**config.mk**
```make
export PLATFORM = sky130hd
export DESIGN_NAME = executeUnit
export DESIGN_NICKNAME = d
export VERILOG_FILES = /design/src/tscPkg.sv /design/src/executeUnit.sv
export SDC_FILE = /design/constraint.sdc
export NUM_CORES = 1
export LEC_CHECK = 0
export BUFFER_PORTS_ARGS = -buffer_cell sky130_fd_sc_hd__buf_2
export CAP_MARGIN = 20
export CORE_ASPECT_RATIO = 1.5
export CORE_MARGIN = 5
export CORE_UTILIZATION = 58
export CTS_CLUSTER_DIAMETER = 60
export DETAILED_ROUTE_END_ITERATION = 16
export PLACE_DENSITY_LB_ADDON = 0.08
export REMOVE_ABC_BUFFERS = 1
export SLEW_MARGIN = 15
export SYNTH_ARGS = -nofsm -noshare
export SYNTH_HDL_FRONTEND = slang
export SYNTH_SLANG_ARGS = --single-unit
```
**constraint.sdc**
```tcl
create_clock -name clk -period 7 [get_ports clk]
set_input_delay 1.4 -clock clk [delete_from_list [all_inputs] [get_ports clk]]
set_output_delay 1.4 -clock clk [all_outputs]
set_load 0.005 [all_outputs]
```
**src/tscPkg.sv**
```systemverilog
`default_nettype none

package tscPkg;

	localparam int wordWidth   = 16;
	localparam int regIdxWidth = 2;
	localparam int opcodeWidth = 4;
	localparam int funcWidth   = 6;
	localparam int immWidth    = 8;
	localparam int targetWidth = 12;

	// Opcodes in the top nibble
	localparam logic [opcodeWidth-1:0] opBne   = 4'd0;
	localparam logic [opcodeWidth-1:0] opBeq   = 4'd1;
	localparam logic [opcodeWidth-1:0] opBgz   = 4'd2;
	localparam logic [opcodeWidth-1:0] opBlz   = 4'd3;
	localparam logic [opcodeWidth-1:0] opAdi   = 4'd4;
	localparam logic [opcodeWidth-1:0] opOri   = 4'd5;
	localparam logic [opcodeWidth-1:0] opLhi   = 4'd6;
	localparam logic [opcodeWidth-1:0] opLwd   = 4'd7;
	localparam logic [opcodeWidth-1:0] opSwd   = 4'd8;
	localparam logic [opcodeWidth-1:0] opJmp   = 4'd9;
	localparam logic [opcodeWidth-1:0] opJal   = 4'd10;
	localparam logic [opcodeWidth-1:0] opRtype = 4'd15;

	// R-type function field
	localparam logic [funcWidth-1:0] fnAdd = 6'd0;
	localparam logic [funcWidth-1:0] fnSub = 6'd1;
	localparam logic [funcWidth-1:0] fnAnd = 6'd2;
	localparam logic [funcWidth-1:0] fnOrr = 6'd3;
	localparam logic [funcWidth-1:0] fnNot = 6'd4;
	localparam logic [funcWidth-1:0] fnTcp = 6'd5;
	localparam logic [funcWidth-1:0] fnShl = 6'd6;
	localparam logic [funcWidth-1:0] fnShr = 6'd7;
	localparam logic [funcWidth-1:0] fnJpr = 6'd25;
	localparam logic [funcWidth-1:0] fnJrl = 6'd26;

	typedef enum logic [3:0] {
		aluZero, aluAdd, aluSub, aluAnd, aluOr, aluNot, aluTcp, aluShl, aluShr
	} aluOpT;

	typedef enum logic [1:0] {
		wbAlu, wbMem, wbLink, wbUpper
	} wbSelT;

	typedef enum logic [1:0] {
		destRt, destRd, destR2
	} destSelT;

	typedef enum logic [7:0] {
		addrReg0  = 8'h00,
		addrReg1  = 8'h04,
		addrReg2  = 8'h08,
		addrReg3  = 8'h0C,
		addrInstr = 8'h10,
		addrPc    = 8'h14
	} apbAddrT;

	typedef struct packed {
		logic    jump;
		logic    jumpReg;  // Target from rs
		logic    branch;
		logic    memRead;
		logic    memWrite;
		logic    regWrite;
		destSelT destSel;
		wbSelT   wbSel;
		aluOpT   aluOp;
		logic    useImm;   // Second operand is the extended immediate
	} ctrlT;

	typedef struct packed {
		ctrlT                   ctrl;
		logic [opcodeWidth-1:0] opcode;
		logic [regIdxWidth-1:0] rsIdx;
		logic [regIdxWidth-1:0] rtIdx;
		logic [regIdxWidth-1:0] rdIdx;
		logic [immWidth-1:0]    imm;
		logic [targetWidth-1:0] target;
	} decodedT;

	typedef struct packed {
		ctrlT                   ctrl;
		logic [wordWidth-1:0]   aluResult;
		logic [wordWidth-1:0]   storeData;
		logic [regIdxWidth-1:0] destIdx;
		logic [wordWidth-1:0]   nextPc;
		logic [wordWidth-1:0]   upperImm;
	} execT;

endpackage

`default_nettype wire
```
**src/executeUnit.sv**
```systemverilog
`timescale 1ns/1ns
`default_nettype none

module executeUnit (
	input  wire logic                           clk,
	input  wire logic                           rst,
	input  wire tscPkg::decodedT                decoded,
	input  wire logic                           decValid,
	input  wire logic [tscPkg::wordWidth-1:0]   rsData,
	input  wire logic [tscPkg::wordWidth-1:0]   rtData,
	input  wire logic [tscPkg::wordWidth-1:0]   pc,
	output logic      [tscPkg::regIdxWidth-1:0] rsIdx,
	output logic      [tscPkg::regIdxWidth-1:0] rtIdx,
	output tscPkg::execT                        exec,
	output logic                                execValid
);

	logic [tscPkg::wordWidth-1:0]   immExt;
	logic [tscPkg::wordWidth-1:0]   opB;
	logic [tscPkg::wordWidth-1:0]   aluResult;
	logic [tscPkg::wordWidth-1:0]   pcPlus1;
	logic [tscPkg::wordWidth-1:0]   nextPc;
	logic [tscPkg::regIdxWidth-1:0] destIdx;
	logic                           taken;

	assign rsIdx = decoded.rsIdx;
	assign rtIdx = decoded.rtIdx;

	// ORI zero-extends, the rest sign-extend
	assign immExt = (decoded.opcode == tscPkg::opOri) ? {8'h00, decoded.imm}
		: {{8{decoded.imm[7]}}, decoded.imm};
	assign opB     = decoded.ctrl.useImm ? immExt : rtData;
	assign pcPlus1 = pc + 16'd1;

	always_comb begin
		case (decoded.ctrl.aluOp)
			tscPkg::aluAdd: aluResult = rsData + opB;
			tscPkg::aluSub: aluResult = rsData - opB;
			tscPkg::aluAnd: aluResult = rsData & opB;
			tscPkg::aluOr:  aluResult = rsData | opB;
			tscPkg::aluNot: aluResult = ~rsData;
			tscPkg::aluTcp: aluResult = ~rsData + 16'd1;
			tscPkg::aluShl: aluResult = rsData << 1;
			tscPkg::aluShr: aluResult = $signed(rsData) >>> 1;
			default:        aluResult = '0;
		endcase
	end

	always_comb begin
		case (decoded.opcode)
			tscPkg::opBne: taken = (rsData != rtData);
			tscPkg::opBeq: taken = (rsData == rtData);
			tscPkg::opBgz: taken = ($signed(rsData) > 0);
			tscPkg::opBlz: taken = ($signed(rsData) < 0);
			default:       taken = 1'b0;
		endcase
	end

	always_comb begin
		if (decoded.ctrl.jump && decoded.ctrl.jumpReg)
			nextPc = rsData;
		else if (decoded.ctrl.jump)
			nextPc = {pc[15:12], decoded.target};  // Keep the page bits
		else if (decoded.ctrl.branch && taken)
			nextPc = pcPlus1 + {{8{decoded.imm[7]}}, decoded.imm};
		else
			nextPc = pcPlus1;
	end

	always_comb begin
		case (decoded.ctrl.destSel)
			tscPkg::destRd: destIdx = decoded.rdIdx;
			tscPkg::destR2: destIdx = 2'd2;  // Link register
			default:        destIdx = decoded.rtIdx;
		endcase
	end

	always_ff @(posedge clk) begin
		if (rst)
			execValid <= 1'b0;
		else
			execValid <= decValid;
	end

	always_ff @(posedge clk) begin
		if (decValid) begin
			exec.ctrl      <= decoded.ctrl;
			exec.aluResult <= aluResult;
			exec.storeData <= rtData;
			exec.destIdx   <= destIdx;
			exec.nextPc    <= nextPc;
			exec.upperImm  <= {decoded.imm, 8'h00};
		end
	end

endmodule

`default_nettype wire

```
# After elaboration in Yosys (flattened, before gate mapping)
# Cells that the tools add are included.
# Widths: inputs -> output; s select.
# word_totals
word_cells	53
regBits	74
in_bits	96
out_inout_bits	86
# classes
eq_ne	16
order_cmp	2
n_reduce_logical	3
n_addsub	5
bitwise_logic	3
mux	8
# ops
op	n
$pmux 16 s8	1
$mux 16	5
$add 16x1->16 const B	2
$add 16x16->16	2
$eq 4x3->1 const B	5
$and 16x16->16	1
$eq 16x16->1	1
$eq 4x2->1 const B	4
$gt 16x1->1 const B	1
$lt 16x1->1 const B	1
$ne 16x16->1	1
$not 16->16	1
$or 16x16->16	1
$sub 16x16->16	1
$eq 4x1->1 const B	2
$eq 4x4->1 const B	1
$logic_not 4->1	1
$pmux 1 s4	1
$pmux 2 s2	1
$eq 2x1->1 const B	1
$eq 2x2->1 const B	1
$logic_and 1x1->1	2

# Longest topological paths before layout
# Gate-level depths: netlist of run 1.
# depth
word_depth	6
depth_mapped	17
depth_no_buf	14

# Worst setup path after synthesis of run 1
# Ideal clock, no wire load.
# synth_path
path_type	in2reg
startpoint	input port decoded[30] in the netlist's numbering
endpoint	register exec[65] in the netlist's numbering, data pin
t_arrival_ns	4.779
required_ns	6.730
setup_time_ns	0.270
setup_slack_ns	1.951
path_stages	17
n_path_buf	3
path_cell_list	clkbuf_1 buf_1 mux2i_1 ha_1 o211ai_1 o41ai_1 nor3b_1 nor2_1 xnor2_1 ha_1 clkbuf_1 nand2_1 o21ai_0 a21oi_1 o21ai_0 xnor2_1 o211ai_1
# synth_via
elab_chain_len	3
word_cells_on_any_way	6
classes_between	add/sub (2); mux (2); bitwise (2)
# synth_lines
item	line	text
from (decl)	executeUnit.sv:7	input wire tscPkg::decodedT decoded,
$mux 16 (*)	executeUnit.sv:32	assign opB = decoded.ctrl.useImm ? immExt : rtData;
$sub 16x16->16, or another cell as far along	executeUnit.sv:38	tscPkg::aluSub: aluResult = rsData - opB;
$pmux 16 s8 (*)	executeUnit.sv:36	case (decoded.ctrl.aluOp)
via aluResult (one bit)	executeUnit.sv:20	logic [tscPkg::wordWidth-1:0] aluResult;
to (decl)	executeUnit.sv:14	output tscPkg::execT exec,
# Mark *: on every way through the listed nets, which the timed path passes. The rest lies on a longest branch.
# A chain may end at the register's enable or synchronous reset.

# Final worst setup path of run 1
# Same ends and word-level chain as after synthesis.

==> key figures, run 1 <==
STA
  • Slew HR: between 20% and 30%
  • RSZ-0062 raised after global routing: no
  • Final setup fails: 0
  • Worst-margin pin slew: between 1 and 1.5 ns
  • F_max: between 0.15 and 0.2 GHz
  • Min Tclk post-route: around 5 ns
  • Total negative slack: 0 ns
  • Final slew viol count: 0
  • Final worst path period share: a little under three quarters
  • Hold Fails Final Rpt: 0

Floorplan
  • Row cnt: between 40 and 50
  • Initial Util: 58.7%
  • Die area: 0.0134 mm2
  • CORE AREA: between 0.01 and 0.015 mm2
  • Die Y: about 140 um
  • Top-level I/O count: around 180
  • Die width: 96.1 um

Synthesis
  • Seq/Total Area, Yosys: roughly 34%
  • Ys flop type: edfxtp_1
  • Synth warn: 0
  • Largest family of logic cells by synthesized area: compound AO/OA/AOI/OAI gates
  • Yosys reg bits: 74
  • Simple-gate share of the synthesized area: 15.4%
  • Mux cell area share after synthesis: under 10%
  • Share of synthesized flip-flops with an asynchronous set or reset: 0%
  • Synth cell count leaders: 73 x edfxtp_1, 63 x nor2_1, 52 x xnor2_1, 47 x nand2_1, 45 x o21ai_0
  • Mean area per synthesized cell: a little over 9 um2
  • Synth Area in XOR/XNOR: 9.91%
  • Synth Area in Adders: under 10%
  • Count leader, synth: edfxtp_1
  • Number of synthesized flops with an enable pin: 73
  • Synth area leaders: edfxtp_1 34%, ha_1 7.2%, xnor2_1 7.1%
  • Cell type with the largest total area after synthesis: edfxtp_1
  • Synthesized area: between 0.006 and 0.007 mm2
  • Compound-Gate Fraction of Synth Area: ~22%
  • Area share of the largest cell type after synthesis: around a third
  • Synth cell types: 71
  • Post-Syn Instances: just under 700

Drt
  • Via count: around 6300
  • DRT Pass-1 Iters: 6
  • Initial drt markers: between 500 and 600
  • DRC: 0
  • Post-DR wirelength/cell: between 20 and 25 um
  • Post-route ant nets: 0
  • Via density per instance: around 6.4
  • Routed WL: a little over 20000 um

Clock tree
  • TritonCTS clock tree: built
  • Post-CTS setup buffers: 0
  • Post_cts resized: 0
  • Root Buffer: clkbuf_16
  • # hold bufs at CTS: 0
  • Cts bufs inserted: 9
  • Max Root-Sink Buffers: 2
  • Clock Sink Count: between 70 and 80
  • H-Tree Depth: 3
  • Register clock-pin slew on the reported worst setup and hold paths: 0.06 ns

GRT
  • Global-route wire length before repair: around 32000 um
  • GRT Total Usage: 31.0%
  • Busiest grt layer: met2
  • Met2 usage: a little over half
  • Global routing usage on met3: around 5.2%
  • Initial antenna violation count: 0
  • Largest net degree at the start of global routing: between 40 and 50
  • Vias in the first global route: ~6300
  • GR Layer Usage met1: approximately a third
  • Gr ovfl total: 0

Critical path
  • Delay-heaviest family, CP: compound AO/OA/AOI/OAI gates
  • Critical path data arrival time: ~5 ns
  • Crit path depth: 15
  • Bufs and invs on worst path: 1
  • Required @ worst endpoint: 7.06 ns
  • CP max stage delay: between 0.5 and 0.6 ns
  • Critical Path Start Type: primary input
  • Crit-path slowest cell: o41ai_1
  • Endpoint class of the critical path: flip-flop
  • Critical path type: primary input to flip-flop
  • Crit-path cells: buf_2 > mux2i_1 > ha_1 > o211ai_1 > o41ai_1 > nor3b_1 > nor2_1 > xnor2_1 > ha_1 > nand2_1 > o21ai_0 > a21oi_1 > o21ai_0 > xnor2_1 > o211ai_1
  • CP max FO: 25

Min path
  • Min-Delay Path Class: primary input to flip-flop
  • Hold Path Origin: rst
  • Hold Path Sink: execValid
  • Worst hold path stage count: 2

Cells and area
  • # diodes: 0
  • Layout cells sized above 1: 23.8%
  • Post-route cell area: roughly 0.0076 mm2
  • Area growth syn-to-layout: 17.3%
  • # fillers: between 900 and 1000
  • Final instance count without filler cells: between 900 and 1000
  • Nets: roughly 970
  • Storage element area: 0.00221 mm2
  • Area occupied by multi-input gates: roughly 0.0039 mm2

Power and ir drop
  • VDD IR max: around 130 uV
  • Internal power: just over 1 mW
  • Sw Ratio: 31.0%
  • Flop pwr share: 36.5%
  • PD cells: 198 mW/mm2
  • Switching Power: between 0.4 and 0.5 mW
  • Part of the total power dissipated in the clock network: 34.0%
  • Pleak: 3.19 nW
  • Gate power share: a little under 30%

Place
  • DP Wirelength: roughly 16000 um
  • Final RePlAce weighted congestion: ~1
  • Placed instance count: 970
  • Dpl cell area: between 0.007 and 0.008 mm2
  • Port buffer count: ~170

Flow run
  • Max-cap violations: 0

Outcome
  • Outcome: finished clean
==> metal layers <==
layer / vias to the layer above / routed length (um)
li1: 2897 / -
met1: 3007 / 7540
met2: 340 / 10400
met3: 92 / 1440
met4: 0 / 1170
met5: - / 0
==> worst max path at each step <==
| stage | slack (ns) | startpoint | endpoint |
|---|---|---|---|
| 3_5_place_dp | 1.76 | decoded[30] | exec[65] |
| 5_1_grt | 1.80 | decoded[30] | exec[65] |
| 6_report | 1.99 | decoded[30] | exec[65] |
| 2_1_floorplan | 2.78 | decoded[30] | exec[65] |
| 4_1_cts | 2.07 | decoded[30] | exec[65] |
| 3_3_place_gp | 1.90 | decoded[30] | exec[65] |
==> layout by cell type, fill, tap and decap left out, types with 3 or more instances in the layout <==
| cell type | instances |
|---|---|
| a21oi_1 | 33 |
| nor2_1 | 63 |
| a21o_1 | 13 |
| nor3_1 | 21 |
| nand3_1 | 14 |
| o21bai_1 | 4 |
| edfxtp_1 | 73 |
| o21ai_0 | 45 |
| inv_1 | 18 |
| a221oi_2 | 4 |
| a211oi_1 | 8 |
| and3_1 | 4 |
| nand4_1 | 10 |
| nand2_1 | 47 |
| buf_2 | 169 |
| nor4_1 | 4 |
| nor2b_1 | 8 |
| inv_6 | 3 |
| conb_1 | 8 |
| o41ai_1 | 3 |
| a211o_1 | 4 |
| nand2b_1 | 8 |
| or3_1 | 7 |
| xor2_1 | 21 |
| clkbuf_16 | 9 |
| nor3b_1 | 4 |
| a221oi_1 | 15 |
| ha_1 | 37 |
| o2111ai_1 | 5 |
| a21boi_0 | 3 |
| mux2i_1 | 33 |
| o211ai_1 | 18 |
| a31oi_1 | 6 |
| buf_4 | 3 |
| o31ai_1 | 5 |
| xnor2_1 | 52 |
| a22oi_1 | 7 |
==> per-stage QoR <==
stage,power [mW],hold slack [ns],utilization [%],setup WS [ns]
CTS,1.50,1.20,68.8,2.07
finish,1.50,1.20,68.8,1.99
floorplan,0.809,1.47,-,2.78
global route,1.57,1.21,68.8,1.80
global placement,0.977,1.56,65.9,1.90
detailed placement,0.989,1.56,65.9,1.76
==> registers in the layout, indices dropped and copies added, names as in the netlist <==
signal,count
execValid,1
exec,73
==> logic make-up after synthesis <==
group | after synthesis
compound gates | 201
xor+xnor | 73
fa+ha+maj | 39
buf+inv | 69
flops | 74
mux | 33
other cells | 1
simple gates | 205
==> area by class of cell <==
| type | count | share of cell area (%) |
|---|---|---|
| well taps | 147 | 2.43 |
| multi-input cells | 559 | 51.7 |
| flip-flops and latches | 74 | 29.2 |
| repair buffers | 172 | 11.5 |
| clock inverters | 7 | 1.31 |
| inverters | 18 | 0.893 |
| clock buffers | 9 | 2.98 |
==> power groups by stage <==
stage	clock [mW]	sequential [mW]	combinational, mW
finish	0.510	0.546	0.442
global placement	0	0.555	0.422
global route	0.535	0.550	0.483
floorplan	0	0.563	0.246
detailed placement	0	0.556	0.434
CTS	0.514	0.547	0.437
Note: power is estimated with default switching activity, not from simulation.
==> run 2: changes to the inputs <==
Settings changed: ABC_AREA set to 1, CORE_UTILIZATION 58 to 49.
Clock period 7 ns to 4.2 ns, I/O delays scaled along.
==> key figures, run 2 <==
Outcome
  • Outcome: finished clean

Synthesis
  • Number of synthesized flops with an enable pin: 73
  • Cell type with the largest total area after synthesis: edfxtp_1
  • Share of synthesized flip-flops with an asynchronous set or reset: 0%
  • Synth warn: 0
  • Yosys reg bits: between 70 and 80
  • Synth cell types: 49
  • Seq/Total Area, Yosys: 32.9%
  • Synth area leaders: edfxtp_1 33%, nand2_1 14%, inv_1 7.1%
  • Area share of the largest cell type after synthesis: about a third
  • Mean area per synthesized cell: 7.09 um2
  • Count leader, synth: nand2_1
  • Ys flop type: edfxtp_1
  • Synthesized area: 0.00673 mm2
  • Synth cell count leaders: 245 x nand2_1, 128 x inv_1, 92 x nor2_1, 73 x edfxtp_1, 65 x nand3_1
  • Post-Syn Instances: roughly 950

Critical path
  • Critical path data arrival time: between 3 and 4 ns
  • Endpoint class of the critical path: flip-flop
  • Required @ worst endpoint: ~4.3 ns
  • Critical path type: primary input to flip-flop
  • CP max FO: 7
  • Critical Path Start Type: primary input

Drt
  • Via count: around 7000
  • Routed WL: around 21000 um
  • Initial drt markers: between 300 and 400
  • DRC: 0
  • Post-DR wirelength/cell: between 15 and 20 um
  • Post-route ant nets: 0
  • Via density per instance: about 5.4
  • DRT Pass-1 Iters: 5

Clock tree
  • Post_cts resized: 0
  • Cts bufs inserted: 9
  • TritonCTS clock tree: built
  • Post-CTS setup buffers: 0
  • # hold bufs at CTS: 0
  • H-Tree Depth: 3
  • Register clock-pin slew on the reported worst setup and hold paths: 0.06 ns
  • Clock Sink Count: between 70 and 80
  • Root Buffer: clkbuf_16
  • Max Root-Sink Buffers: 2

STA
  • Final worst path period share: a little over four fifths
  • Min Tclk post-route: approximately 3.5 ns
  • Hold Fails Final Rpt: 0
  • Slew HR: between 30% and 40%
  • Worst-margin pin slew: about 0.95 ns
  • Worst Setup Slack, final: around 0.67 ns
  • F_max: 0.284 GHz
  • Total negative slack: 0 ns
  • Final slew viol count: 0
  • RSZ-0062 raised after global routing: no
  • Final setup fails: 0

Floorplan
  • Top-level I/O count: 182
  • Initial Util: about 50%
  • Die area: approximately 0.016 mm2
  • CORE AREA: between 0.01 and 0.015 mm2
  • Die width: between 100 and 150 um
  • Row cnt: 52
  • Die Y: ~150 um

GRT
  • Vias in the first global route: 6696
  • GRT Total Usage: 25.5%
  • Global-route wire length before repair: 33100 um
  • Initial antenna violation count: 3
  • Largest net degree at the start of global routing: 75
  • Gr ovfl total: 0

Min path
  • Worst hold path stage count: 2
  • Min-Delay Path Class: primary input to flip-flop
  • Hold Path Origin: rst
  • Hold Path Sink: execValid

Cells and area
  • Top reg by flops: exec
  • Max reg flops: between 70 and 80
  • Layout cells sized above 1: 20.5%
  • Largest regs: exec x73, execValid x1
  • Most common cell after layout, fill and taps aside: nand2_1
  • Most frequent cells in the layout: 245 x nand2_1, 168 x buf_2, 128 x inv_1
  • Post-route cell area: around 0.008 mm2
  • Nets: ~1300
  • Area growth syn-to-layout: 19.4%

Place
  • DP Wirelength: between 15000 and 20000 um
  • DP Worst Slack: between 0.3 and 0.4 ns
  • Dpl cell area: approximately 0.0077 mm2
  • Port buffer count: around 170
  • Final RePlAce weighted congestion: between 0.9 and 1

Flow run
  • Max-cap violations: 0

Power and ir drop
  • VDD IR max: about 220 uV
  • Pleak: 4.06 nW
  • PD cells: 316 mW/mm2
-- run 2: changes by cell type after synthesis, sizes merged, moves of 11 or more --
cell | previous run | this run
clkbuf | 28 | 5
nand3 | 14 | 67
o211ai | 19 | 5
inv | 18 | 140
mux2i | 33 | 0
a221oi | 19 | 7
xnor2 | 52 | 10
nand2 | 47 | 250
a21oi | 33 | 53
o22ai | 2 | 27
a21o | 13 | 2
nor2 | 63 | 94
-- run 2: per-layer routing --
metal	vias up	GRT usage (%)	wire length (um)
li1	3500	-	-
met1	3141	28.1	7740
met2	266	47.6	10900
met3	63	3.42	1250
met4	2	11.8	925
met5	-	0	13
-- run 2: layout make-up --
| cell class | count | area [um2] |
|---|---|---|
| Timing Repair Buffer | 179 | 923 |
| Clock inverter | 6 | 115 |
| Tap cell | 162 | 203 |
| Fill cell | 1340 | 5440 |
| Clock buffer | 10 | 229 |
| Antenna cell | 2 | 5.00 |
| Sequential cell | 74 | 2210 |
| Inverter | 141 | 529 |
| Multi-Input combinational cell | 712 | 3810 |
-- run 2: kinds of logic (layout without fill, tap and decap cells) --
logic type      after synthesis  count (layout)  share of synthesized area [%]
simple gates                459             459                           28.9
buf+inv                     170             336                           10.8
compound gates              169             169                           15.0
flops                        74              74                           32.9
fa+ha+maj                    39              39                           7.48
xor+xnor                     37              37                           4.82
other cells                   1              10                         0.0558
-- run 2: how the worst max path moves through the flow --
stage                           start       end  slack [ns]
final                     decoded[30]  exec[65]        0.67
after global routing            pc[0]  exec[31]        0.33
after CTS                 decoded[30]  exec[65]        0.70
after detailed placement  decoded[30]  exec[65]        0.35
after global placement    decoded[30]  exec[65]        0.36
after floorplan                 pc[0]  exec[31]        0.94
-- run 2: critical path, cell delays in order --
cell     delay, ns
buf_2         0.15
inv_1         0.11
or2_1         0.23
o21ai_2       0.09
ha_1          0.20
nand2_1       0.09
nor2_1        0.16
nand2_1       0.12
nor2_1        0.13
nand2_1       0.06
nand2_1       0.07
xnor2_1       0.11
inv_1         0.06
ha_1          0.32
inv_1         0.06
nor3_1        0.31
nand3_1       0.15
nand2_1       0.12
nand3_1       0.08
nand3_1       0.08
nand2_1       0.07
-- run 2: power by group --
part           leakage, nW  switching (mW)  internal, mW
clock                0.163           0.320         0.583
sequential           0.720          0.0141         0.894
combinational         3.18           0.453         0.271
-- run 2: through the flow --
step | cells | utilization [%] | power (mW) | hold slack [ns]
after global placement | 1268 | 57.0 | 1.64 | 0.996
after CTS | 1284 | 59.6 | 2.55 | 0.639
final | 1286 | 59.6 | 2.53 | 0.644
after global routing | 1286 | 59.6 | 2.67 | 0.647
after floorplan | 927 | - | 1.36 | 0.911
after detailed placement | 1268 | 57.0 | 1.64 | 1.00
