===== config.mk =====
export PLATFORM = sky130hd
export DESIGN_NAME = apbIssuePort
export DESIGN_NICKNAME = d
export VERILOG_FILES = /design/src/tscPkg.sv /design/src/apbIssuePort.sv
export SDC_FILE = /design/constraint.sdc
export NUM_CORES = 1
export LEC_CHECK = 0
export ABC_AREA = 1
export BUFFER_PORTS_ARGS = -buffer_cell sky130_fd_sc_hd__buf_2
export CAP_MARGIN = 20
export CELL_PAD_IN_SITES_DETAIL_PLACEMENT = 1
export CELL_PAD_IN_SITES_GLOBAL_PLACEMENT = 2
export CORE_ASPECT_RATIO = 0.9
export CORE_UTILIZATION = 11
export DETAILED_ROUTE_END_ITERATION = 7
export PLACE_DENSITY = 0.95
export SKIP_CTS_REPAIR_TIMING = 1
export SLEW_MARGIN = 20
export SYNTH_ARGS = -nofsm -noshare
export SYNTH_HDL_FRONTEND = slang
export SYNTH_SLANG_ARGS = --single-unit

===== constraint.sdc =====
create_clock -name clk -period 1.8 [get_ports clk]
set_clock_uncertainty 0.1 [all_clocks]
set_input_delay 0.18 -clock clk [delete_from_list [all_inputs] [get_ports clk]]
set_output_delay 0.18 -clock clk [all_outputs]
set_load 0.01 [all_outputs]

===== src/tscPkg.sv =====
`default_nettype none

package tscPkg;

	localparam int wordWidth   = 16;
	localparam int regIdxWidth = 2;
	localparam int opcodeWidth = 4;
	localparam int funcWidth   = 6;
	localparam int immWidth    = 8;
	localparam int targetWidth = 12;

	// Opcodes in the top nibble
	localparam logic [opcodeWidth-1:0] opBne   = 4'd0;
	localparam logic [opcodeWidth-1:0] opBeq   = 4'd1;
	localparam logic [opcodeWidth-1:0] opBgz   = 4'd2;
	localparam logic [opcodeWidth-1:0] opBlz   = 4'd3;
	localparam logic [opcodeWidth-1:0] opAdi   = 4'd4;
	localparam logic [opcodeWidth-1:0] opOri   = 4'd5;
	localparam logic [opcodeWidth-1:0] opLhi   = 4'd6;
	localparam logic [opcodeWidth-1:0] opLwd   = 4'd7;
	localparam logic [opcodeWidth-1:0] opSwd   = 4'd8;
	localparam logic [opcodeWidth-1:0] opJmp   = 4'd9;
	localparam logic [opcodeWidth-1:0] opJal   = 4'd10;
	localparam logic [opcodeWidth-1:0] opRtype = 4'd15;

	// R-type function field
	localparam logic [funcWidth-1:0] fnAdd = 6'd0;
	localparam logic [funcWidth-1:0] fnSub = 6'd1;
	localparam logic [funcWidth-1:0] fnAnd = 6'd2;
	localparam logic [funcWidth-1:0] fnOrr = 6'd3;
	localparam logic [funcWidth-1:0] fnNot = 6'd4;
	localparam logic [funcWidth-1:0] fnTcp = 6'd5;
	localparam logic [funcWidth-1:0] fnShl = 6'd6;
	localparam logic [funcWidth-1:0] fnShr = 6'd7;
	localparam logic [funcWidth-1:0] fnJpr = 6'd25;
	localparam logic [funcWidth-1:0] fnJrl = 6'd26;

	typedef enum logic [3:0] {
		aluZero, aluAdd, aluSub, aluAnd, aluOr, aluNot, aluTcp, aluShl, aluShr
	} aluOpT;

	typedef enum logic [1:0] {
		wbAlu, wbMem, wbLink, wbUpper
	} wbSelT;

	typedef enum logic [1:0] {
		destRt, destRd, destR2
	} destSelT;

	typedef enum logic [7:0] {
		addrReg0  = 8'h00,
		addrReg1  = 8'h04,
		addrReg2  = 8'h08,
		addrReg3  = 8'h0C,
		addrInstr = 8'h10,
		addrPc    = 8'h14
	} apbAddrT;

	typedef struct packed {
		logic    jump;
		logic    jumpReg;  // Target from rs
		logic    branch;
		logic    memRead;
		logic    memWrite;
		logic    regWrite;
		destSelT destSel;
		wbSelT   wbSel;
		aluOpT   aluOp;
		logic    useImm;   // Second operand is the extended immediate
	} ctrlT;

	typedef struct packed {
		ctrlT                   ctrl;
		logic [opcodeWidth-1:0] opcode;
		logic [regIdxWidth-1:0] rsIdx;
		logic [regIdxWidth-1:0] rtIdx;
		logic [regIdxWidth-1:0] rdIdx;
		logic [immWidth-1:0]    imm;
		logic [targetWidth-1:0] target;
	} decodedT;

	typedef struct packed {
		ctrlT                   ctrl;
		logic [wordWidth-1:0]   aluResult;
		logic [wordWidth-1:0]   storeData;
		logic [regIdxWidth-1:0] destIdx;
		logic [wordWidth-1:0]   nextPc;
		logic [wordWidth-1:0]   upperImm;
	} execT;

endpackage

`default_nettype wire

===== src/apbIssuePort.sv =====
`timescale 1ns/1ns
`default_nettype none

module apbIssuePort (
	input  wire logic                           clk,
	input  wire logic                           rst,
	input  wire logic                           PSEL,
	input  wire logic                           PENABLE,
	input  wire logic                           PWRITE,
	input  wire logic [7:0]                     PADDR,
	input  wire logic [tscPkg::wordWidth-1:0]   PWDATA,
	input  wire logic                           retire,
	input  wire logic [tscPkg::wordWidth-1:0]   hostData,
	input  wire logic [tscPkg::wordWidth-1:0]   pc,
	output logic      [tscPkg::wordWidth-1:0]   PRDATA,
	output logic                                PREADY,
	output logic                                PSLVERR,
	output logic                                issueValid,
	output logic      [tscPkg::wordWidth-1:0]   issueInstr,
	output logic      [tscPkg::regIdxWidth-1:0] hostIdx,
	output logic                                pcLoad,
	output logic      [tscPkg::wordWidth-1:0]   pcLoadValue
);

	logic busy;      // Instruction issued, waiting for retire
	logic access;
	logic isReg;
	logic isInstr;
	logic isPc;
	logic errCond;
	logic instrWrite;

	always_comb begin
		isReg   = 1'b0;
		isInstr = 1'b0;
		isPc    = 1'b0;
		case (PADDR)
			tscPkg::addrReg0, tscPkg::addrReg1,
			tscPkg::addrReg2, tscPkg::addrReg3: isReg = 1'b1;
			tscPkg::addrInstr: isInstr = 1'b1;
			tscPkg::addrPc: isPc = 1'b1;
			default: ;
		endcase
	end

	assign access     = PSEL & PENABLE;
	assign instrWrite = access & PWRITE & isInstr;
	assign errCond    = (isReg & PWRITE) | (isInstr & ~PWRITE) | ~(isReg | isInstr | isPc);

	// Issue only once per transfer, in its first access cycle
	assign issueValid = instrWrite & ~busy;
	assign issueInstr = PWDATA;

	// INSTR writes wait for retire, everything else is zero wait
	assign PREADY  = access & (~(PWRITE & isInstr) | (busy & retire));
	assign PSLVERR = PREADY & errCond;

	assign hostIdx     = PADDR[3:2];
	assign pcLoad      = access & PWRITE & isPc;
	assign pcLoadValue = PWDATA;

	always_comb begin
		if (isReg)
			PRDATA = hostData;
		else if (isPc)
			PRDATA = pc;
		else
			PRDATA = '0;
	end

	always_ff @(posedge clk) begin
		if (rst)
			busy <= 1'b0;
		else if (issueValid)
			busy <= 1'b1;
		else if (retire)
			busy <= 1'b0;
	end

endmodule

`default_nettype wire


* Word-level counts from Yosys, hierarchy flattened
Cells that the tools add are included.
Storage, ports and cells: output and inout bits 54, flip-flop bits (word level) 1, bits of input ports 62, word-level logic and storage cells 36
Operators by class: reduce and logical (&&, ||, !) cells 3, multiplexer cells 7, bitwise operators 20, equality and inequality tests 5
Operators with widths (count):
- 2-to-1 mux 16 bit | 2
- equality test 8 x 4 -> 1 bit (second input constant) | 2
- equality test 8 x 5 -> 1 bit (second input constant) | 2
- bitwise AND 1 bit | 11
- equality test 8 x 3 -> 1 bit (second input constant) | 1
- zero test 8 bit | 1
- 2-to-1 mux 1 bit | 5
- bitwise OR 1 bit | 5
- inverter 1 bit | 4
- OR reduction 4 bit | 1
- nonzero test 2 bit | 1

* Logic depth before layout (Yosys ltp)
Gate-level depths: netlist of run 1.
word-level depth 8, gate-level depth with buffers 7, gate-level depth less buffers 7

* Least setup slack after synthesis of run 1
No wires, ideal clock.
path type reg-to-output, from reg busy, to out PSLVERR, required time 1.520 ns, stages on the path, launching flop included 5, data arrival time 0.819 ns, buffers on the path 0, path slack 0.701 ns, cell sequence dfxtp_1 inv_1 o21ai_0 o21bai_1 a21oi_1
Between the ends: cells in the longest elaborated chain, start to end 4
Ends and longest elaborated chain:
- start, declared | RTL line apbIssuePort.sv:25 | logic busy;
- start signal, assigned | RTL line apbIssuePort.sv:73 | busy <= 1'b0;
- start signal, assigned | RTL line apbIssuePort.sv:75 | busy <= 1'b1;
- start signal, assigned | RTL line apbIssuePort.sv:77 | busy <= 1'b0;
- bitwise AND 1 bit | RTL line apbIssuePort.sv:55 | assign PREADY = access & (~(PWRITE & isInstr) | (busy & retire));
- bitwise OR 1 bit | RTL line apbIssuePort.sv:55
- bitwise AND 1 bit | RTL line apbIssuePort.sv:55
- bitwise AND 1 bit | RTL line apbIssuePort.sv:56 | assign PSLVERR = PREADY & errCond;
- end, declared | RTL line apbIssuePort.sv:17 | output logic PSLVERR,
Every way passes these cells.

* Final worst setup path of run 1
from in PADDR[5], to out PRDATA[2] (netlist bit)
Between the ends: cells in the longest elaborated chain, start to end 4, elaborated cells between the ends (all ways) 10, those cells by class eq/ne (4); mux (4); reduce/logical (2)
Ends and longest elaborated chain:
- start, declared | RTL line apbIssuePort.sv:10 | input wire logic [7:0] PADDR,
- equality test 8 x 3 -> 1 bit (tied with other cells) | RTL line apbIssuePort.sv:37 | case (PADDR)
- OR reduction 4 bit / 2-to-1 mux 1 bit (equally long branches) | RTL line apbIssuePort.sv:37
- 2-to-1 mux 1 bit / 2-to-1 mux 16 bit (equally long branches) | RTL line apbIssuePort.sv:37, apbIssuePort.sv:65
- 2-to-1 mux 16 bit (*) | RTL line apbIssuePort.sv:63 | if (isReg)
- end, declared | RTL line apbIssuePort.sv:15 | output logic [tscPkg::wordWidth-1:0] PRDATA,
Every way passes the cells marked *; elsewhere a longest branch is shown, timed or not.

==> flow_summary.json, run 1 <==
{
  "largest_reg_flops": 1,
  "hold_depth": 2,
  "start_util": 0.1167,
  "syn_inst": 131,
  "grt_pass1_vias": 858,
  "final_cells": 249,
  "arrival_ns": 1.12,
  "peakVddDrop_mv": 0.06226,
  "max_cap_viol_count": 0,
  "dp_hpwl_um": 2104,
  "reg2reg_to": "busy$_SDFFE_PP0P_",
  "drc_errors": 0,
  "total_power_uw": 132.6,
  "drv_slew": 0,
  "final_antenna_net_count": 0,
  "port_buffers": 67,
  "nets": 226,
  "area_growth_pct": 25.73,
  "p_per_area_nw_per_um2": 144.6,
  "finalCriticalPeriod_ns": 1.401,
  "synth_xor_area_frac": 0,
  "clk_pin_slew_ns": 0,
  "multiInputGateArea_um2": 369.1,
  "yosys_warnings": 0,
  "vias": 881,
  "holdPathEnd": "busy$_SDFFE_PP0P_",
  "synth-simple-area-share": 0.4751,
  "worstMarginPinSlew_ns": 0.1916,
  "row_count": 27,
  "critPathMaxStageDelay_ns": 0.24,
  "synth_fa_ha_area_frac": 0,
  "setup-tns-final_ns": 0,
  "drt-pass1-iter-count": 3,
  "min_path_type": "input port to register",
  "grt-ovfl-total": 0,
  "syn_area_per_cell_um2": 5.568,
  "netlist_top_cells_area": "buf_4 (37%), nand3_1 (23%), nand2_1 (14%)",
  "worst_setup_path_start_kind": "input port",
  "routed_wl_um": 2514,
  "seq_area_um2": 20.02,
  "crit_buf_inv": 4,
  "post_drt_wl_per_cell_um": 10.10,
  "rrSetupSlack_ns": 1.03,
  "yosys.area.top_type": "buf_4",
  "worst_hold_startpoint": "rst",
  "hold-worst-slack_ns": 0.2541,
  "grt_first_pass_wirelength_um": 3822,
  "grt_antenna_before_repair": 0,
  "io_pins": 116,
  "finalCritPeriodShare": 0.7781,
  "cp_slowest_cell": "buf_4",
  "fmax_ghz": 0.7140,
  "reg2reg_from": "busy$_SDFFE_PP0P_",
  "path_cells": "buf_2 > inv_1 > nand2_2 > nor2_4 > buf_4 > nand3_1 > nand2_1 > buf_2",
  "place_inst": 249,
  "synth_cell_types": 16,
  "hold_violations": 0,
  "synth_top_family_by_area": "simple AND/OR/NAND/NOR gates",
  "critPathMostFrequentCell": "buf_2",
  "synthMuxAreaShare": 0,
  "grt_max_degree": 30,
  "synth.top_cell.area_share": 0.3705,
  "via_per_inst": 3.538,
  "setup_viol_count_final": 0,
  "die_w_um": 87.84,
  "maxSlewHeadroom": 0.8722,
  "fillCellCount": 810,
  "cp_top_family": "buffers and inverters",
  "dieArea_um2": 6962,
  "path_class": "input port to primary output",
  "drive_above_1_share": 0.4630,
  "rr_worst_depth": 3,
  "worst_ep_required_time_ns": 1.52,
  "cp-end-kind": "primary output",
  "syn_nets": 193,
  "groute.usage.overall": 0.06459,
  "worstPathMaxFanout": 15,
  "rsz0062_at_grt": "false",
  "top_register": "busy",
  "clk_latency_ns": 0,
  "status": "finished clean",
  "core_um2": 6250,
  "synth_area_um2": 729.5,
  "synth_compound_area_frac": 0.03087,
  "diodes": 0,
  "drtIter0Drc": 13,
  "gp_congestion": 0.6773,
  "power.leakage_nw": 0.5689,
  "ys_ff_latch": 1,
  "die_h_um": 79.26,
  "seq_area_frac_synth": 0.02744,
  "reg_top3": "busy: 1 flops"
}
worst max path at each step:
stage                      start   endpoint  slack, ns  depth (start not counted)
2_1_floorplan  busy$_SDFFE_PP0P_    PSLVERR       0.70                          4
3_3_place_gp            PADDR[5]  PRDATA[2]       0.39                          8
3_5_place_dp            PADDR[5]  PRDATA[2]       0.39                          8
4_1_cts                 PADDR[5]  PRDATA[2]       0.39                          8
5_1_grt                 PADDR[0]     PREADY       0.29                          8
6_report                PADDR[5]  PRDATA[2]       0.40                          8
synthesized netlist by cell type:
master and count:
buf_4 36, nand3_1 34, inv_1 13, nand2_2 2, o21ai_0 1, dfxtp_1 1
nor2_1 6, nor2_2 1, buf_6 1, nor2_4 2, o21bai_1 1, nor3_1 1
buf_2 2, nand2_1 27, nand4_1 1, a21oi_1 2
where the power goes:
part	internal, mW	switching [mW]
Clock	0	0
Combinational	0.0534	0.0566
Sequential	0.0226	0.00000775
kinds of logic (layout without fill, tap and decap cells):
kind of cell    Yosys count  in the layout
buf+inv                  52             83
simple gates             74             74
compound gates            4              4
flops                     1              1
metal layers:
metal	global-route usage	wire length, um	vias to the layer above	part of all wire
li1	-	-	447	-
met5	0	0	-	0
met2	0.1225	1299	28	0.52
met4	0.003279	0	0	0
met3	0.003119	124	0	0.049
met1	0.08297	1089	406	0.43
through the flow:
step	cell area [um2]	util	worst slack, ns
after floorplan	729.5	-	0.7005
after CTS	917.1	0.1467	0.3851
after global placement	917.1	0.1467	0.3881
after global routing	917.1	0.1467	0.2949
after detailed placement	917.1	0.1467	0.3909
final	917.1	0.1467	0.3995
placed cells by master (no fill, tap or decap):
cell,netlist,layout
buf_4,36,2
nand2_1,27,27
nor3_1,1,1
dfxtp_1,1,1
nor2_1,6,6
buf_2,2,67
a21oi_1,2,2
nand3_1,34,34
o21bai_1,1,1
inv_1,13,13
nor2_4,2,2
buf_12,0,1
nand2_2,2,2
nor2_2,1,1
nand4_1,1,1
o21ai_0,1,1
layout make-up:
cell class,count,area share
flip-flops and latches,1,0.02183
multi-input cells,78,0.4025
inverters,13,0.05321
well taps,87,0.1187
repair buffers,70,0.4038
(Power assumes the default switching activity.)
==> inputs of run 2 (changes only) <==
Settings changed: CORE_UTILIZATION 11 to 10, PLACE_DENSITY 0.95 to 0.89.
Clock period 1.8 ns to 1.41 ns, I/O delays scaled along.
==> flow_summary.json, run 2 (same netlist as run 1, synthesis figures left out) <==
{
  "status": "finished clean",
  "hold_depth": 0,
  "grt_antenna_before_repair": 0,
  "place_inst": 257,
  "worst_hold_startpoint": "PWDATA[2]",
  "drt-pass1-iter-count": 2,
  "diodes": 0,
  "holdPathEnd": "issueInstr[2]",
  "rsz0062_at_grt": "true",
  "peakVddDrop_mv": 0.1304,
  "arrival_ns": 1.03,
  "top_register": "busy",
  "met3_usage": 0.01007,
  "setup_viol_count_final": 0,
  "final_antenna_net_count": 0,
  "finalCriticalPeriod_ns": 1.267,
  "maxSlewHeadroom": 0.8814,
  "final_cells": 257,
  "die_h_um": 83.03,
  "grt-ovfl-total": 0,
  "p_per_area_nw_per_um2": 183.5,
  "drc_errors": 0,
  "grt_busiest_layer": "met2",
  "clk_latency_ns": 0,
  "path_class": "input port to primary output",
  "area_growth_pct": 29.85,
  "grt_first_pass_wirelength_um": 4084,
  "grtUsageMet2": 0.1228,
  "start_util": 0.1036,
  "core_um2": 7039,
  "final_cell_mix": "buf_2 (67), nand3_1 (34), nand2_1 (27)",
  "drive_above_1_share": 0.4695,
  "power.leakage_nw": 0.5810,
  "gp_congestion": 0.7859,
  "routed_wl_um": 2490,
  "dp_hpwl_um": 2232,
  "largest_reg_flops": 1,
  "grt_max_degree": 19,
  "reg2reg_from": "busy$_SDFFE_PP0P_",
  "worst_ep_required_time_ns": 1.17,
  "rrSetupSlack_ns": 0.63,
  "worst_setup_path_start_kind": "input port",
  "reg2reg_to": "busy$_SDFFE_PP0P_",
  "port_buffers": 67,
  "reg_top3": "busy: 1 flops",
  "nets": 228,
  "row_count": 29,
  "groute.usage.overall": 0.06355,
  "cp-end-kind": "primary output",
  "rr_worst_depth": 3,
  "vias": 893,
  "via_per_inst": 3.475,
  "worstMarginPinSlew_ns": 0.1776,
  "worstPathMaxFanout": 3,
  "min_path_type": "input port to primary output",
  "max_cap_viol_count": 0,
  "hold_violations": 0,
  "finalCritPeriodShare": 0.8987,
  "io_pins": 116,
  "post_drt_wl_per_cell_um": 9.689,
  "drtIter0Drc": 8,
  "final_common_cell": "buf_2",
  "grt_pass1_vias": 901,
  "finish.utilization": 0.1346,
  "met1_usage": 0.07348,
  "fmax_ghz": 0.7891,
  "die_w_um": 92.03,
  "drv_slew": 0,
  "dieArea_um2": 7640
}
-- run 2: cell types whose count changed in the layout (fill, tap and decap cells not counted) --
| cell | before | now |
|---|---|---|
| buf_6 | 0 | 2 |
-- run 2: worst max-delay path by stage --
stage,cells after the start,start,endpoint
6_report,9,PADDR[5],PSLVERR
5_1_grt,9,PADDR[6],PSLVERR
4_1_cts,8,PADDR[0],PRDATA[11]
3_5_place_dp,8,PADDR[0],PRDATA[11]
3_3_place_gp,8,PADDR[0],PRDATA[1]
2_1_floorplan,4,busy$_SDFFE_PP0P_,PSLVERR
-- run 2: final cells by class --
type                            count  area [um2]
Timing Repair Buffer               72       392.9
Fill cell                         910        6092
Sequential cell                     1       20.02
Tap cell                           93       116.4
Inverter                           13       48.80
Multi-Input combinational cell     78       369.1
-- run 2: power by group --
group / total, mW / internal [mW] / switching [mW]
Sequential: 0.0289 / 0.0289 / 0.00000813
Combinational: 0.145 / 0.0718 / 0.0731
Clock: 0 / 0 / 0
Total: 0.174 / 0.101 / 0.0731
-- run 2: routing by layer --
layer / wire, um / share of wire / vias to the layer above
met2: 1239 / 0.50 / 46
met4: 19 / 0.0076 / 0
met1: 1004 / 0.40 / 388
met5: 0 / 0 / -
li1: - / - / 449
met3: 227 / 0.091 / 10
-- run 2: through the flow --
stage | instance area, um2 | hold WS, ns | worst slack, ns | setup TNS [ns] | power (mW)
global placement | 939.7 | 0.1821 | 0.08120 | 0 | 0.1745
global route | 947.2 | 0.1820 | -0.01437 | -0.01437 | 0.1933
detailed placement | 939.7 | 0.1821 | 0.09134 | 0 | 0.1764
finish | 947.2 | 0.1820 | 0.1428 | 0 | 0.1738
floorplan | 729.5 | 0.1101 | 0.3495 | 0 | 0.1799
CTS | 939.7 | 0.1821 | 0.08867 | 0 | 0.1770
-- run 2: worst max-delay path, stage by stage --
cell	delay, ns
buf_2	0.11
inv_1	0.06
nand2_2	0.07
nor2_1	0.17
nand2_1	0.10
nand2_1	0.06
nand2_1	0.04
a21oi_1	0.12
buf_2	0.15
==> inputs of run 3 (changes only) <==
Settings changed: MAX_ROUTING_LAYER from default to met4.
==> flow_summary.json, run 3 (same netlist as run 1, synthesis figures left out) <==
{
  "status": "finished clean",
  "finalCritPeriodShare": 0.8988,
  "port_buffers": 67,
  "hold_depth": 0,
  "drive_above_1_share": 0.4695,
  "path_class": "input port to primary output",
  "max_cap_viol_count": 0,
  "worstMarginPinSlew_ns": 0.1776,
  "peakVddDrop_mv": 0.1304,
  "finish.utilization": 0.1346,
  "drv_slew": 0,
  "holdPathEnd": "issueInstr[2]",
  "cp-end-kind": "primary output",
  "routed_wl_um": 2489,
  "row_count": 29,
  "met1_usage": 0.07459,
  "rrSetupSlack_ns": 0.63,
  "die_h_um": 83.03,
  "setup_viol_count_final": 0,
  "grt_pass1_vias": 902,
  "final_antenna_net_count": 0,
  "rsz0062_at_grt": "true",
  "core_um2": 7039,
  "grt_antenna_before_repair": 0,
  "drtIter0Drc": 7,
  "setup-tns-final_ns": 0,
  "worstPathMaxFanout": 3,
  "grt_first_pass_wirelength_um": 4084,
  "reg2reg_from": "busy$_SDFFE_PP0P_",
  "power.leakage_nw": 0.5810,
  "reg2reg_to": "busy$_SDFFE_PP0P_",
  "top_register": "busy",
  "worst_hold_startpoint": "PWDATA[2]",
  "rr_worst_depth": 3,
  "fillCellCount": 910,
  "nets": 228,
  "start_util": 0.1036,
  "met3_usage": 0.008242,
  "io_pins": 116,
  "die_w_um": 92.03,
  "grtUsageMet2": 0.1228,
  "hold-worst-slack_ns": 0.1820,
  "p_per_area_nw_per_um2": 183.5,
  "hold_violations": 0,
  "drc_errors": 0,
  "seq_area_um2": 20.02,
  "worst_setup_path_start_kind": "input port",
  "area_growth_pct": 29.85,
  "worst_ep_required_time_ns": 1.17,
  "min_path_type": "input port to primary output",
  "arrival_ns": 1.03,
  "reg_top3": "busy: 1 flops",
  "largest_reg_flops": 1,
  "grt-ovfl-total": 0,
  "clk_latency_ns": 0,
  "final_cell_mix": "buf_2 (67), nand3_1 (34), nand2_1 (27)",
  "dp_hpwl_um": 2232,
  "gp_congestion": 0.7969,
  "diodes": 0,
  "finalCriticalPeriod_ns": 1.267,
  "final_common_cell": "buf_2",
  "via_per_inst": 3.486,
  "drt-pass1-iter-count": 2,
  "dieArea_um2": 7640,
  "maxSlewHeadroom": 0.8814,
  "grt_busiest_layer": "met2",
  "post_drt_wl_per_cell_um": 9.685,
  "multiInputGateArea_um2": 369.1,
  "groute.usage.overall": 0.06535,
  "vias": 896,
  "grt_max_degree": 19,
  "fmax_ghz": 0.7891
}
==> run 3: worst max-delay path by stage <==
stage / from / to / slack [ns] / depth (start not counted)
2_1_floorplan: busy$_SDFFE_PP0P_ / PSLVERR / 0.35 / 4
3_3_place_gp: PADDR[0] / PRDATA[1] / 0.08 / 8
3_5_place_dp: PADDR[0] / PRDATA[11] / 0.09 / 8
4_1_cts: PADDR[0] / PRDATA[11] / 0.09 / 8
5_1_grt: PADDR[6] / PSLVERR / -0.01 / 9
6_report: PADDR[5] / PSLVERR / 0.14 / 9
==> run 3: report_power, final <==
group,switching [mW],internal (mW)
Clock,0,0
Combinational,0.0731,0.0718
Sequential,0.00000813,0.0289
==> run 3: layout make-up <==
type                       instances  area share
tap                               93      0.1229
sequential                         1     0.02114
multi-input combinational         78      0.3897
inverter                          13     0.05152
timing repair buffer              72      0.4148
==> run 3: worst max-delay path, cell delays in order <==
cell	delay [ns]
buf_2	0.11
inv_1	0.06
nand2_2	0.07
nor2_1	0.17
nand2_1	0.10
nand2_1	0.06
nand2_1	0.04
a21oi_1	0.12
buf_2	0.15
==> run 3: routing by layer <==
layer / up-vias / wire length, um
met5: - / 0
met4: 0 / 19
met3: 10 / 215
met2: 46 / 1237
met1: 391 / 1017
li1: 449 / -
==> run 3: through the flow <==
stage	total power [mW]	setup WS (ns)	cells	instance area, um2
final	0.1738	0.1427	257	947.2
after global routing	0.1933	-0.01437	257	947.2
after CTS	0.1770	0.08867	257	939.7
after detailed placement	0.1764	0.09134	257	939.7
after global placement	0.1745	0.08120	257	939.7
after floorplan	0.1799	0.3495	131	729.5
